===== config.mk =====
export PLATFORM = sky130hd
export DESIGN_NAME = mem_tile
export DESIGN_NICKNAME = d
export VERILOG_FILES = /design/src/common/dmem_pkg.sv /design/src/common/ifill_pkg.sv /design/src/dmem_port/ptw_dmem_adapter.sv /design/src/dmem_port/dmem_arbiter.sv /design/src/ifill/l2_fill_adapter.sv /design/src/rtl/mem_tile.sv
export VERILOG_INCLUDE_DIRS = /design/src /design/src/common
export SDC_FILE = /design/constraint.sdc
export NUM_CORES = 1
export LEC_CHECK = 0
export ABC_AREA = 1
export BUFFER_PORTS_ARGS = -buffer_cell sky130_fd_sc_hd__buf_2
export CAP_MARGIN = 25
export CORE_AREA = 4 4 520 522
export CTS_BUF_LIST = sky130_fd_sc_hd__clkbuf_16
export DETAILED_ROUTE_END_ITERATION = 8
export DIE_AREA = 0 0 524 526
export GPL_TIMING_DRIVEN = 0
export SLEW_MARGIN = 10
export SYNTH_ARGS = -nofsm -noshare
export SYNTH_HDL_FRONTEND = slang
export SYNTH_HIERARCHICAL = 1
export SYNTH_SLANG_ARGS = --single-unit

===== constraint.sdc =====
create_clock -name clk_i -period 14.2 [get_ports clk_i]
set_input_delay 1.42 -clock clk_i [delete_from_list [all_inputs] [get_ports clk_i]]
set_output_delay 1.42 -clock clk_i [all_outputs]
set_load 0.01 [all_outputs]

===== src/common/tile_cfg.svh =====
/*
 * Tile configuration macros: data cache port widths, walker command
 * codes, L2 fill beat geometry and fixed acquire fields
 */
`ifndef TILE_CFG_SVH
`define TILE_CFG_SVH

// Data cache port widths
`define TILE_PADDR_W            40
`define TILE_DATA_W             64
`define TILE_BE_W               8
`define TILE_SIZE_W             3

// Page walker command encoding
`define TILE_PTW_CMD_W          5
`define TILE_PTW_CMD_AMO_OR     5'b01010

// L2 instruction fill
`define TILE_FILL_BEAT_W        128
`define TILE_FILL_BEATS         4

// Fixed acquire message fields
`define TILE_ACQ_A_TYPE_W       3
`define TILE_ACQ_A_TYPE         3'b001
`define TILE_ACQ_UNION_W        17
`define TILE_ACQ_UNION          17'h001C1

`endif


===== src/common/dmem_pkg.sv =====
/*
 * Data cache port types: walker request/response, shared cache
 * request/response and the core response
 */
`include "tile_cfg.svh"

package dmem_pkg;

    // Cache operation
    typedef enum logic [1:0] {
        DMEM_LOAD   = 2'd0,
        DMEM_AMO_OR = 2'd1
    } dmem_op_e;

    typedef logic dmem_sid_t;

    // Source ids on the shared port
    localparam dmem_sid_t SID_PTW  = 1'b0;
    localparam dmem_sid_t SID_CORE = 1'b1;

    // Page walker side
    typedef struct packed {
        logic [`TILE_PTW_CMD_W-1:0] cmd;
        logic [`TILE_PADDR_W-1:0]   addr;
        logic [`TILE_DATA_W-1:0]    data;
        logic [`TILE_SIZE_W-1:0]    size;
    } ptw_req_t;

    typedef struct packed {
        logic                    valid;
        logic [`TILE_DATA_W-1:0] data;
    } ptw_resp_t;

    //----------------------------------------------------------------------
    // Shared data cache port
    //----------------------------------------------------------------------
    typedef struct packed {
        logic [`TILE_PADDR_W-1:0] addr;
        logic [`TILE_DATA_W-1:0]  wdata;
        dmem_op_e                 op;
        logic [`TILE_BE_W-1:0]    be;
        logic [`TILE_SIZE_W-1:0]  size;
        dmem_sid_t                sid;
    } dmem_req_t;

    typedef struct packed {
        logic [`TILE_DATA_W-1:0] rdata;
        dmem_sid_t               sid;
    } dmem_rsp_t;

    // Back toward the load/store unit
    typedef struct packed {
        logic                    valid;
        logic [`TILE_DATA_W-1:0] rdata;
    } dmem_core_rsp_t;

endpackage


===== src/common/ifill_pkg.sv =====
/*
 * L2 network types for instruction fills: acquire, grant beat and
 * the assembled cache line
 */
`include "tile_cfg.svh"

package ifill_pkg;

    localparam int unsigned FILL_BEAT_IDX_W = $clog2(`TILE_FILL_BEATS);

    // Index of the beat that completes a line
    localparam logic [FILL_BEAT_IDX_W-1:0] FILL_LAST_BEAT =
        FILL_BEAT_IDX_W'(`TILE_FILL_BEATS - 1);

    //----------------------------------------------------------------------
    // Acquire toward L2
    //----------------------------------------------------------------------
    typedef struct packed {
        logic [`TILE_PADDR_W-1:0]     addr_block;
        logic [`TILE_ACQ_A_TYPE_W-1:0] a_type;
        logic [`TILE_ACQ_UNION_W-1:0]  union_bits;
        logic                          is_builtin_type;
        logic [FILL_BEAT_IDX_W-1:0]    addr_beat;
        logic                          client_xact_id;
    } l2_acquire_t;

    // One grant beat from L2
    typedef struct packed {
        logic [FILL_BEAT_IDX_W-1:0]  addr_beat;
        logic [`TILE_FILL_BEAT_W-1:0] data;
    } l2_grant_t;

    // Line handed back to the fetch side, beat 0 in the low bits
    typedef struct packed {
        logic [`TILE_PADDR_W-1:0]                          paddr;
        logic [`TILE_FILL_BEATS-1:0][`TILE_FILL_BEAT_W-1:0] data;
    } fill_line_t;

endpackage


===== src/dmem_port/ptw_dmem_adapter.sv =====
/*
 * Page walker to data cache request translation with a single
 * outstanding walk
 */
`timescale 1ns/1ps
`include "tile_cfg.svh"

module ptw_dmem_adapter (
    input  logic                    clk_i,
    input  logic                    rst_n_i,
    input  logic                    ptw_req_valid_i,
    input  dmem_pkg::ptw_req_t      ptw_req_i,
    output logic                    ptw_req_ready_o,
    output dmem_pkg::ptw_resp_t     ptw_resp_o,
    output logic                    req_valid_o,
    output dmem_pkg::dmem_req_t     req_o,
    input  logic                    req_ready_i,
    input  logic                    rsp_valid_i,
    input  logic [`TILE_DATA_W-1:0] rsp_data_i
);
    import dmem_pkg::*;

    logic outstanding_q;
    logic is_amo_or;
    logic req_fire;

    // Only the atomic OR writes, all other walker commands read
    assign is_amo_or = (ptw_req_i.cmd == `TILE_PTW_CMD_AMO_OR);

    always_comb begin
        req_o.addr  = ptw_req_i.addr;
        req_o.wdata = ptw_req_i.data;
        req_o.op    = is_amo_or ? DMEM_AMO_OR : DMEM_LOAD;
        req_o.be    = is_amo_or ? '1 : '0;
        req_o.size  = ptw_req_i.size;
        req_o.sid   = SID_PTW;
    end

    // One walk in flight at a time
    assign req_valid_o     = ptw_req_valid_i && !outstanding_q;
    assign ptw_req_ready_o = req_ready_i && !outstanding_q;
    assign req_fire        = req_valid_o && req_ready_i;

    always_ff @(posedge clk_i) begin
        if (!rst_n_i) begin
            outstanding_q <= 1'b0;
        end else if (req_fire) begin
            outstanding_q <= 1'b1;
        end else if (rsp_valid_i) begin
            outstanding_q <= 1'b0;
        end
    end

    assign ptw_resp_o.valid = rsp_valid_i;
    assign ptw_resp_o.data  = rsp_data_i;

    // Cache answers only walks that went out through the arbiter
    a_rsp_needs_walk: assert property (
        @(posedge clk_i) disable iff (!rst_n_i)
        rsp_valid_i |-> outstanding_q
    ) else $error("walker response with no walk outstanding");

endmodule


===== src/dmem_port/dmem_arbiter.sv =====
/*
 * Walker/core arbiter for the data cache port, registered output
 * stage and sid based response routing
 */
`timescale 1ns/1ps
`include "tile_cfg.svh"

module dmem_arbiter (
    input  logic                     clk_i,
    input  logic                     rst_n_i,
    input  logic                     ptw_valid_i,
    input  dmem_pkg::dmem_req_t      ptw_req_i,
    output logic                     ptw_ready_o,
    input  logic                     core_valid_i,
    input  dmem_pkg::dmem_req_t      core_req_i,
    output logic                     core_ready_o,
    output logic                     dcache_valid_o,
    output dmem_pkg::dmem_req_t      dcache_req_o,
    input  logic                     dcache_ready_i,
    input  logic                     dcache_rsp_valid_i,
    input  dmem_pkg::dmem_rsp_t      dcache_rsp_i,
    output logic                     ptw_rsp_valid_o,
    output logic [`TILE_DATA_W-1:0]  ptw_rsp_data_o,
    output dmem_pkg::dmem_core_rsp_t core_rsp_o
);
    import dmem_pkg::*;

    logic      out_valid_q;
    dmem_req_t out_req_q;
    logic      out_free;
    logic      any_valid;
    dmem_req_t winner;

    //----------------------------------------------------------------------
    // Request side
    //----------------------------------------------------------------------

    // Register can take a new entry when empty or emptying now
    assign out_free  = !out_valid_q || dcache_ready_i;
    assign any_valid = ptw_valid_i || core_valid_i;

    // Walker has fixed priority
    assign ptw_ready_o  = out_free;
    assign core_ready_o = out_free && !ptw_valid_i;

    always_comb begin
        if (ptw_valid_i) begin
            winner     = ptw_req_i;
            winner.sid = SID_PTW;
        end else begin
            winner     = core_req_i;
            winner.sid = SID_CORE;
        end
    end

    always_ff @(posedge clk_i) begin
        if (!rst_n_i) begin
            out_valid_q <= 1'b0;
        end else if (out_free) begin
            out_valid_q <= any_valid;
        end
    end

    always_ff @(posedge clk_i) begin
        if (out_free && any_valid) begin
            out_req_q <= winner;
        end
    end

    assign dcache_valid_o = out_valid_q;
    assign dcache_req_o   = out_req_q;

    //----------------------------------------------------------------------
    // Response side
    //----------------------------------------------------------------------
    assign ptw_rsp_valid_o  = dcache_rsp_valid_i && (dcache_rsp_i.sid == SID_PTW);
    assign ptw_rsp_data_o   = dcache_rsp_i.rdata;
    assign core_rsp_o.valid = dcache_rsp_valid_i && (dcache_rsp_i.sid == SID_CORE);
    assign core_rsp_o.rdata = dcache_rsp_i.rdata;

    // Held request must not change under back-pressure
    a_req_stable: assert property (
        @(posedge clk_i) disable iff (!rst_n_i)
        dcache_valid_o && !dcache_ready_i |=> dcache_valid_o && $stable(dcache_req_o)
    ) else $error("cache request changed while stalled");

    // An unknown sid would drop the response on the floor
    a_rsp_sid_known: assert property (
        @(posedge clk_i) disable iff (!rst_n_i)
        dcache_rsp_valid_i |-> !$isunknown(dcache_rsp_i.sid)
    ) else $error("cache response with unknown sid");

endmodule


===== src/ifill/l2_fill_adapter.sv =====
/*
 * Instruction fill to L2 adapter: acquire issue and assembly of the
 * grant beats into one line
 */
`timescale 1ns/1ps
`include "tile_cfg.svh"

module l2_fill_adapter (
    input  logic                     clk_i,
    input  logic                     rst_n_i,
    input  logic                     fill_req_valid_i,
    input  logic [`TILE_PADDR_W-1:0] fill_paddr_i,
    output logic                     fill_req_ready_o,
    output logic                     l2_acquire_valid_o,
    output ifill_pkg::l2_acquire_t   l2_acquire_o,
    input  logic                     l2_acquire_ready_i,
    input  logic                     l2_grant_valid_i,
    input  ifill_pkg::l2_grant_t     l2_grant_i,
    output logic                     fill_line_valid_o,
    output ifill_pkg::fill_line_t    fill_line_o
);
    import ifill_pkg::*;

    typedef enum logic [1:0] {
        FILL_IDLE,
        FILL_ACQ,
        FILL_COLLECT
    } fill_state_e;

    fill_state_e                                        state_q;
    fill_state_e                                        state_d;
    logic [`TILE_PADDR_W-1:0]                           line_addr_q;
    logic [`TILE_FILL_BEATS-1:0][`TILE_FILL_BEAT_W-1:0] beats_q;
    logic                                               line_valid_q;
    logic                                               req_fire;
    logic                                               grant_take;
    logic                                               last_beat;

    assign fill_req_ready_o = (state_q == FILL_IDLE);
    assign req_fire         = fill_req_valid_i && fill_req_ready_o;
    assign grant_take       = l2_grant_valid_i && (state_q == FILL_COLLECT);
    assign last_beat        = (l2_grant_i.addr_beat == FILL_LAST_BEAT);

    //----------------------------------------------------------------------
    // Controller
    //----------------------------------------------------------------------
    always_comb begin
        state_d = state_q;
        case (state_q)
            FILL_IDLE: begin
                if (req_fire) begin
                    state_d = FILL_ACQ;
                end
            end
            FILL_ACQ: begin
                if (l2_acquire_ready_i) begin
                    state_d = FILL_COLLECT;
                end
            end
            FILL_COLLECT: begin
                if (grant_take && last_beat) begin
                    state_d = FILL_IDLE;
                end
            end
            default: begin
                state_d = FILL_IDLE;
            end
        endcase
    end

    always_ff @(posedge clk_i) begin
        if (!rst_n_i) begin
            state_q      <= FILL_IDLE;
            line_valid_q <= 1'b0;
        end else begin
            state_q      <= state_d;
            line_valid_q <= grant_take && last_beat;
        end
    end

    // Line address and beat buffer
    always_ff @(posedge clk_i) begin
        if (req_fire) begin
            line_addr_q <= fill_paddr_i;
        end
        if (grant_take) begin
            beats_q[l2_grant_i.addr_beat] <= l2_grant_i.data;
        end
    end

    // Fixed acquire fields, whole line as a builtin get
    assign l2_acquire_valid_o           = (state_q == FILL_ACQ);
    assign l2_acquire_o.addr_block      = line_addr_q;
    assign l2_acquire_o.a_type          = `TILE_ACQ_A_TYPE;
    assign l2_acquire_o.union_bits      = `TILE_ACQ_UNION;
    assign l2_acquire_o.is_builtin_type = 1'b1;
    assign l2_acquire_o.addr_beat       = '0;
    assign l2_acquire_o.client_xact_id  = 1'b0;

    assign fill_line_valid_o = line_valid_q;
    assign fill_line_o.paddr = line_addr_q;
    assign fill_line_o.data  = beats_q;

    // L2 only grants after an acquire went out
    a_no_idle_grant: assert property (
        @(posedge clk_i) disable iff (!rst_n_i)
        l2_grant_valid_i |-> state_q != FILL_IDLE
    ) else $error("grant beat with no fill in progress");

endmodule


===== src/rtl/mem_tile.sv =====
/*
 * Memory request fabric top: walker adapter, data cache arbiter and
 * L2 instruction fill adapter
 */
`timescale 1ns/1ps
`include "tile_cfg.svh"

module mem_tile (
    input  logic                     clk_i,
    input  logic                     rst_n_i,

    // Page walker
    input  logic                     ptw_req_valid_i,
    input  dmem_pkg::ptw_req_t       ptw_req_i,
    output logic                     ptw_req_ready_o,
    output dmem_pkg::ptw_resp_t      ptw_resp_o,

    // Core load/store unit
    input  logic                     core_req_valid_i,
    input  dmem_pkg::dmem_req_t      core_req_i,
    output logic                     core_req_ready_o,
    output dmem_pkg::dmem_core_rsp_t core_rsp_o,

    // Data cache port
    output logic                     dcache_req_valid_o,
    output dmem_pkg::dmem_req_t      dcache_req_o,
    input  logic                     dcache_req_ready_i,
    input  logic                     dcache_rsp_valid_i,
    input  dmem_pkg::dmem_rsp_t      dcache_rsp_i,

    // Instruction fill
    input  logic                     fill_req_valid_i,
    input  logic [`TILE_PADDR_W-1:0] fill_paddr_i,
    output logic                     fill_req_ready_o,
    output logic                     fill_line_valid_o,
    output ifill_pkg::fill_line_t    fill_line_o,

    // L2 network
    output logic                     l2_acquire_valid_o,
    output ifill_pkg::l2_acquire_t   l2_acquire_o,
    input  logic                     l2_acquire_ready_i,
    input  logic                     l2_grant_valid_i,
    input  ifill_pkg::l2_grant_t     l2_grant_i
);
    import dmem_pkg::*;

    // Walker adapter to arbiter
    logic                    ptw_dmem_valid;
    dmem_req_t               ptw_dmem_req;
    logic                    ptw_dmem_ready;
    logic                    ptw_rsp_valid;
    logic [`TILE_DATA_W-1:0] ptw_rsp_data;

    ptw_dmem_adapter u_ptw_adapter (
        .clk_i           (clk_i),
        .rst_n_i         (rst_n_i),
        .ptw_req_valid_i (ptw_req_valid_i),
        .ptw_req_i       (ptw_req_i),
        .ptw_req_ready_o (ptw_req_ready_o),
        .ptw_resp_o      (ptw_resp_o),
        .req_valid_o     (ptw_dmem_valid),
        .req_o           (ptw_dmem_req),
        .req_ready_i     (ptw_dmem_ready),
        .rsp_valid_i     (ptw_rsp_valid),
        .rsp_data_i      (ptw_rsp_data)
    );

    dmem_arbiter u_dmem_arb (
        .clk_i              (clk_i),
        .rst_n_i            (rst_n_i),
        .ptw_valid_i        (ptw_dmem_valid),
        .ptw_req_i          (ptw_dmem_req),
        .ptw_ready_o        (ptw_dmem_ready),
        .core_valid_i       (core_req_valid_i),
        .core_req_i         (core_req_i),
        .core_ready_o       (core_req_ready_o),
        .dcache_valid_o     (dcache_req_valid_o),
        .dcache_req_o       (dcache_req_o),
        .dcache_ready_i     (dcache_req_ready_i),
        .dcache_rsp_valid_i (dcache_rsp_valid_i),
        .dcache_rsp_i       (dcache_rsp_i),
        .ptw_rsp_valid_o    (ptw_rsp_valid),
        .ptw_rsp_data_o     (ptw_rsp_data),
        .core_rsp_o         (core_rsp_o)
    );

    l2_fill_adapter u_fill_adapter (
        .clk_i              (clk_i),
        .rst_n_i            (rst_n_i),
        .fill_req_valid_i   (fill_req_valid_i),
        .fill_paddr_i       (fill_paddr_i),
        .fill_req_ready_o   (fill_req_ready_o),
        .l2_acquire_valid_o (l2_acquire_valid_o),
        .l2_acquire_o       (l2_acquire_o),
        .l2_acquire_ready_i (l2_acquire_ready_i),
        .l2_grant_valid_i   (l2_grant_valid_i),
        .l2_grant_i         (l2_grant_i),
        .fill_line_valid_o  (fill_line_valid_o),
        .fill_line_o        (fill_line_o)
    );

endmodule


# --- After elaboration in Yosys (flattened, before gate mapping) ---
# Index checks and enable logic that the tools add are counted.
# Widths: inputs -> output; s select.
totals:
  reg_bits: 675
  in_bits: 474
  elab_cells: 56
  out_inout_bits: 870
classes:
  eq_ne: 7
  n_lt_le_gt_ge: 2
  muxes: 12
  bitwise_logic: 1
  reduce_logical: 19
ops:
  columns: ["cell", "count"]
  rows:
  - ["$bwmux 512", 1]
  - ["$demux 128 s2", 1]
  - ["$mux 128", 1]
  - ["$mux 118", 1]
  - ["$logic_and 1x1->1", 11]
  - ["$mux 8", 1]
  - ["$mux 2", 3]
  - ["$pmux 2 s3", 1]
  - ["$eq 5x4->1 const B", 1]
  - ["$eq 2x2->1 const B", 2]
  - ["$ne 2x2->1 const B", 2]
  - ["$logic_not 1->1", 3]
  - ["$lt 2x3->1 const B", 1]
  - ["$mux 1", 3]
  - ["$reduce_and 3->1", 1]
  - ["$eq 2x1->1 const B", 1]
  - ["$ge 2x1->1 const B", 1]
  - ["$logic_not 2->1", 1]
  - ["$logic_or 1x1->1", 2]
  - ["$ne 2x1->1 const B", 1]
  - ["$reduce_bool 2->1", 1]
  - ["$not 1->1", 1]

# --- Depth between registers and ports, before layout ---
# Gate-level depths: netlist of run 1.
depth:
  ltp_word: 5
  depth_mapped: 7

# --- By module ---
# The synthesis of run 1 kept the hierarchy.
modules_own_cells:
  columns: ["module", "area_per_inst_um2", "instances", "cells_each"]
  rows:
  - ["l2_fill_adapter", 17244.0, 1, 645]
  - ["dmem_arbiter", 6017.0, 1, 636]
  - ["ptw_dmem_adapter", 1461.4, 1, 200]

# --- Worst setup path before layout of run 1 ---
# No wires, ideal clock.
synth_path:
  path_kind: "input-to-reg"
  start: "in l2_grant_i[128] (netlist name)"
  end: "reg u_fill_adapter.beats_q (netlist bit u_fill_adapter/fill_line_o[384]), enable pin"
  path_slack_ps: 6737
  required_time_ps: 13583
  arrival_time_ps: 6847
  path_stages: 2
  path_cell_list: "nand2_1 > nor2_1"
synth_rtl:
  columns: ["item", "line_no", "text"]
  rows:
  - ["from (decl)", "mem_tile.sv:43", "input ifill_pkg::l2_grant_t l2_grant_i"]
  - ["to (signal, indexed assignment)", "l2_fill_adapter.sv:87", "beats_q[l2_grant_i.addr_beat] <= l2_grant_i.data;"]
  - ["to (decl)", "l2_fill_adapter.sv:33", "logic [`TILE_FILL_BEATS-1:0][`TILE_FILL_BEAT_W-1:0] beats_q;"]

# --- Worst setup path in the final report of run 1 ---
layout_path:
  start: "in ptw_req_valid_i"
  end: "out core_req_ready_o"
layout_between:
  elab_chain_len: 3
layout_rtl:
  columns: ["item", "line_no", "text"]
  rows:
  - ["from (decl)", "mem_tile.sv:13", "input logic ptw_req_valid_i,"]
  - ["$logic_and 1x1->1", "ptw_dmem_adapter.sv:40", "assign req_valid_o = ptw_req_valid_i && !outstanding_q;"]
  - ["net ptw_dmem_valid", "mem_tile.sv:48", "logic ptw_dmem_valid;"]
  - ["$logic_not 1->1", "dmem_arbiter.sv:44", "assign core_ready_o = out_free && !ptw_valid_i;"]
  - ["$logic_and 1x1->1", "dmem_arbiter.sv:44", null]
  - ["to (decl)", "mem_tile.sv:21", "output logic core_req_ready_o,"]
# The timed path passes the listed nets, and every way through them passes these cells.

==> metrics.txt, run 1 <==
wire per inst=25.3 um; Synth Warn #=6; Final Hold Viols=0; utilization after layout=14.5%; Final Cycle Share=30.6%; Initial Util=9.32%; outcome=finished clean; Non-Filler Instances=6403; met2 wire length=78100 um; combinational cell fraction of total power=9.6%; Worst-path clk slew=0.05 ns; PostCTS Resize Cnt=0; maximum root-to-sink buffer count=4; switch share=24.8%; DP Worst Slack=9.86 ns; max cap viols=0; CP Launch Type=input port; uppermost layer routed=met5; Setup crit end kind=output port; overall die width=524 um; Residual DRC=0; Final HPWL DP=142000 um; Internal=3.58 mW; Core Area=265000 um^2; cts hold-fix bufs=0; WS Path Type=input port to output port; Final Cell Area=38300 um^2; grt total ovfl=0; routed vias=17716; most frequent cells in the layout=1160 x buf_2, 670 x edfxtp_1, 378 x buf_4, 361 x nand2_1, 80 x clkbuf_16; total CTS buffers=80; Clock power frac=42.5%; FILL cells=29515; Top Ports=1344; iteration-0 DRC count of the detailed router=1415; # Post-CTS Setup Buffers=0; share of cells above drive strength 1=60.3%; PortBufs=1147; CTS HTree Levels=3; RSZ-0062 raised after global routing=no; fin worst setup slack=9.85 ns; critical path data arrival time=2.93 ns; met3 wire len=22700 um; Cell Area, Synth=24700 um^2; DR vias/cell=2.77; Layout area overhead=55.1%; Final min period=4.35 ns; largest net degree at the start of global routing=34; 1st-pass router iterations=6; worst-path fanout max=13; initial antenna violation count=159; TritonCTS clock tree=done; commonest non-fill, non-tap cell in the layout=buf_2; Setup Skew=0.0569 ns; drt total wl=162000 um; Final ANT Viol Nets=0; placed cell count=6221; WL met1=53000 um; DP Area=35700 um^2; HP Class=register to register; Tot GR Track Use=11.1%; Total Neg Setup Slack=0 ns; first-pass GRT wire length=193000 um; Post-Synthesis Cells=1480; DIE AREA=276000 um^2; clock latency on the worst-skew pair=0.75 ns; actual slew at the worst max-slew pin=0.754 ns; fin nets=3244; worst hold slack=0.524 ns; # setup viols final=0; Power per Cell Area=124 nW/um^2; syn_area_per_cell=16.7 um^2; GP Congestion=0.951; Num Clock Sinks=675; worst endpoint required time=12.78 ns; num rows=189; Leak Pwr=15.5 nW; P_sw=1.18 mW; register share of total power=47.9%; fmax=0.230 GHz; IR drop worst, VDD=0.0000834 V; Slew Limit Fails=0; Die Y=526 um; vias in the first global route=16789; CTS root buffer=clkbuf_16; Rel. slew slack=49.7%; total power=4.76 mW
[sequential cells by signal (all words and copies together), names as in the netlist]
| name | count |
|---|---|
| u_fill_adapter/line_addr_q | 40 |
| u_fill_adapter/state_q | 2 |
| u_fill_adapter/fill_line_o | 512 |
| u_ptw_adapter/outstanding_q | 1 |
| u_dmem_arb/dcache_valid_o | 1 |
| u_fill_adapter/fill_line_valid_o | 1 |
| u_dmem_arb/dcache_req_o | 118 |
[area by class of cell]
cell class / instances / area [um^2] / share of cell area (%)
antenna: 41 / 103 / 0.268
tap: 3533 / 4420 / 11.5
timing repair buffer: 1186 / 6470 / 16.9
sequential: 675 / 20200 / 52.7
multi-input combinational: 408 / 1610 / 4.20
inverter: 20 / 75.1 / 0.196
clock buffer: 80 / 2000 / 5.22
buffer: 399 / 2930 / 7.65
clock inverter: 61 / 503 / 1.31
[worst paths after layout]
kind	from	slack (ns)	endpoint	depth (start not counted)
hold reg to reg	u_ptw_adapter/outstanding_q	0.52	u_ptw_adapter/outstanding_q	2
setup reg to reg	u_fill_adapter/state_q[1]	11.54	u_fill_adapter/fill_line_o[288]	10
setup / recovery	ptw_req_valid_i	9.85	core_req_ready_o	7
hold / removal	u_ptw_adapter/outstanding_q	0.52	u_ptw_adapter/outstanding_q	2
[critical path: stages]
cell    delay [ns]
buf_2         0.10
inv_1         0.03
nor2_1        0.17
buf_2         0.61
buf_2         0.37
nor2_1        0.07
buf_2         0.14
[power by group through the flow]
stage,Sequential (mW),Combinational (mW),Clock [mW]
after CTS,2.28,0.474,2.11
after floorplan,2.36,0.156,0
after detailed placement,2.32,0.473,0
after global routing,2.28,0.489,2.17
after global placement,2.34,0.453,0
final,2.28,0.458,2.02
[routing by layer]
| layer | global-route usage (%) | vias to the layer above |
|---|---|---|
| li1 | - | 7404 |
| met1 | 11.0 | 8334 |
| met2 | 19.2 | 1482 |
| met3 | 6.02 | 376 |
| met4 | 4.29 | 120 |
| met5 | 0 | - |
No activity file was read; power rests on OpenSTA's default activity.
==> run 2, diff against run 1 <==
Settings changed: CORE_AREA 4 4 520 522 to 4 4 526 528, DIE_AREA 0 0 524 526 to 0 0 530 532.
Clock period 14.2 ns to 3.9 ns, I/O delays scaled along.
==> metrics.txt, run 2 (synthesized netlist as in run 1, its figures left out) <==
overall die width=530 um (+1.1%); Top Ports=1344 (unchanged); DIE AREA=282000 um^2 (+2.3%); crit-path cells=dlygate4sd3_1 -> buf_2 -> inv_1 -> nor3_4 -> buf_16 -> buf_8 -> buf_16 -> buf_8 -> buf_8 -> buf_8 -> buf_8 -> buf_8; Rel. slew slack=41.7% (-8.0 points); met3 wire len=19700 um (-13%); 1st-pass router iterations=5 (-1); fmax=0.296 GHz; maximum root-to-sink buffer count=4 (unchanged); commonest non-fill, non-tap cell in the layout=buf_2; iteration-0 DRC count of the detailed router=1471 (+4.0%); Initial Util=9.07% (-0.25 points); num rows=192 (+1.6%); critical path data arrival time=3.83 ns (+0.90 ns); max cap viols=0 (unchanged); Final HPWL DP=136000 um (-3.7%); CP Launch Type=input port; vias in the first global route=19221 (+14%); # Post-CTS Setup Buffers=0 (unchanged); most frequent cells in the layout=1160 x buf_2, 670 x edfxtp_1, 390 x dlygate4sd3_1, 379 x buf_4, 361 x nand2_1; Total Neg Setup Slack=0 ns (unchanged); Slew Limit Fails=0 (unchanged); initial antenna violation count=134 (-16%); Setup Skew=0.0360 ns (-0.0209 ns); wire per inst=23.3 um (-7.9%); # setup viols final=0 (unchanged); Layout area overhead=71.7%; Crit-path slowest cell=dlygate4sd3_1; Final Cycle Share=86.5%; worst endpoint required time=4.36 ns (-8.42 ns); Largest delay share family, worst path=buffers and inverters; IR drop worst, VDD=0.000252 V (+200%); actual slew at the worst max-slew pin=0.874 ns (+0.120 ns); drt total wl=159000 um (-1.7%); Largest register FFs=512 (unchanged); Most Frequent Cell on Critical Path=buf_8; Final min period=3.37 ns; Final ANT Viol Nets=0 (unchanged); CTS HTree Levels=3 (unchanged); HP Class=input port to register; Num Clock Sinks=675 (unchanged); grt total ovfl=0 (unchanged); Tot GR Track Use=10.7% (-0.40 points); largest net degree at the start of global routing=37 (+8.8%); WS Path Type=input port to register; routed vias=19343 (+9.2%); Setup crit end kind=register; utilization after layout=15.6% (+1.1 points); share of cells above drive strength 1=53.2% (-7.2 points); Final Hold Viols=0 (unchanged); PortBufs=1147 (unchanged); TritonCTS clock tree=done; uppermost layer routed=met5; first-pass GRT wire length=196000 um (+1.4%); Leak Pwr=17.3 nW (+11%); DR vias/cell=2.83 (+2.3%); met2 wire length=75600 um (-3.2%); worst-path fanout max=17 (+4); WL met1=53300 um (+0.63%); Worst-path clk slew=0.06 ns (about the same); fin nets=3636 (+12%); crit-path max cell delay=0.94 ns (+0.33 ns); PostCTS Resize Cnt=0 (unchanged); GP Congestion=0.945 (-0.65%); Buffers & Inverters on Critical Path=11 (+6); Core Area=272000 um^2 (+2.8%); CTS root buffer=clkbuf_16; Residual DRC=0 (unchanged); total CTS buffers=81 (+1.3%); clock latency on the worst-skew pair=0.75 ns (about the same); Power per Cell Area=426 nW/um^2 (+240%); outcome=finished clean; RSZ-0062 raised after global routing=no; Die Y=532 um (+1.1%)
-- run 2: area by class of cell --
| cell class | count | area, um^2 |
|---|---|---|
| fill | 30070 | 230000 |
| antenna | 26 | 65.1 |
| clock buffer | 81 | 2030 |
| buffer | 399 | 2930 |
| clock inverter | 62 | 611 |
| tap | 3589 | 4490 |
| inverter | 20 | 75.1 |
| timing repair buffer | 1577 | 10400 |
| sequential | 675 | 20200 |
| multi-input combinational | 408 | 1620 |
-- run 2: worst paths after layout --
path,depth (start not counted),slack [ns],endpoint,startpoint
worst min register to register,3,0.55,u_fill_adapter/state_q[0],u_fill_adapter/state_q[1]
worst max register to register,12,0.93,u_fill_adapter/fill_line_o[268],u_fill_adapter/state_q[1]
worst max-delay path,12,0.53,u_fill_adapter/fill_line_o[268],l2_grant_i[129]
worst min-delay path,3,0.06,u_dmem_arb/dcache_req_o[49],core_req_i[49]
-- run 2: worst register-to-register path: cells and delay by family (launching register included) --
family,cells,cell delay (ns)
simple gates,3,0.64
flops,1,0.35
buf+inv,9,1.69
-- run 2: per-layer routing --
metal	vias up	track usage [%]
met5	-	0
met2	1530	18.4
met1	9112	10.8
met3	429	4.96
met4	102	5.27
li1	8170	-
-- run 2: timing repair --
action	4_1_cts	5_1_grt
hold buffers	390	0
endpoints found under the hold margin	673	0
endpoints found under the setup margin	0	0
-- run 2: where the power goes --
| group | total, mW | switching [mW] | internal, mW |
|---|---|---|---|
| sequential | 8.30 | 0.0700 | 8.23 |
| combinational | 2.12 | 1.17 | 0.956 |
| clock | 7.65 | 3.23 | 4.42 |
| total | 18.1 | 4.47 | 13.6 |
-- run 2: stage by stage --
stage | power (mW) | worst slack (ns) | hold WS (ns) | instances | cell area, um^2
global placement | 10.1 | -3.69 | 0.503 | 6238 | 35100
CTS | 18.4 | 0.724 | 0.00599 | 6811 | 42400
global route | 18.8 | 0.651 | 0.0435 | 6819 | 42400
finish | 18.1 | 0.527 | 0.0626 | 6837 | 42400
detailed placement | 10.2 | 0.850 | 0.510 | 6278 | 35800
floorplan | 9.13 | -0.451 | 0.479 | 1502 | 24800
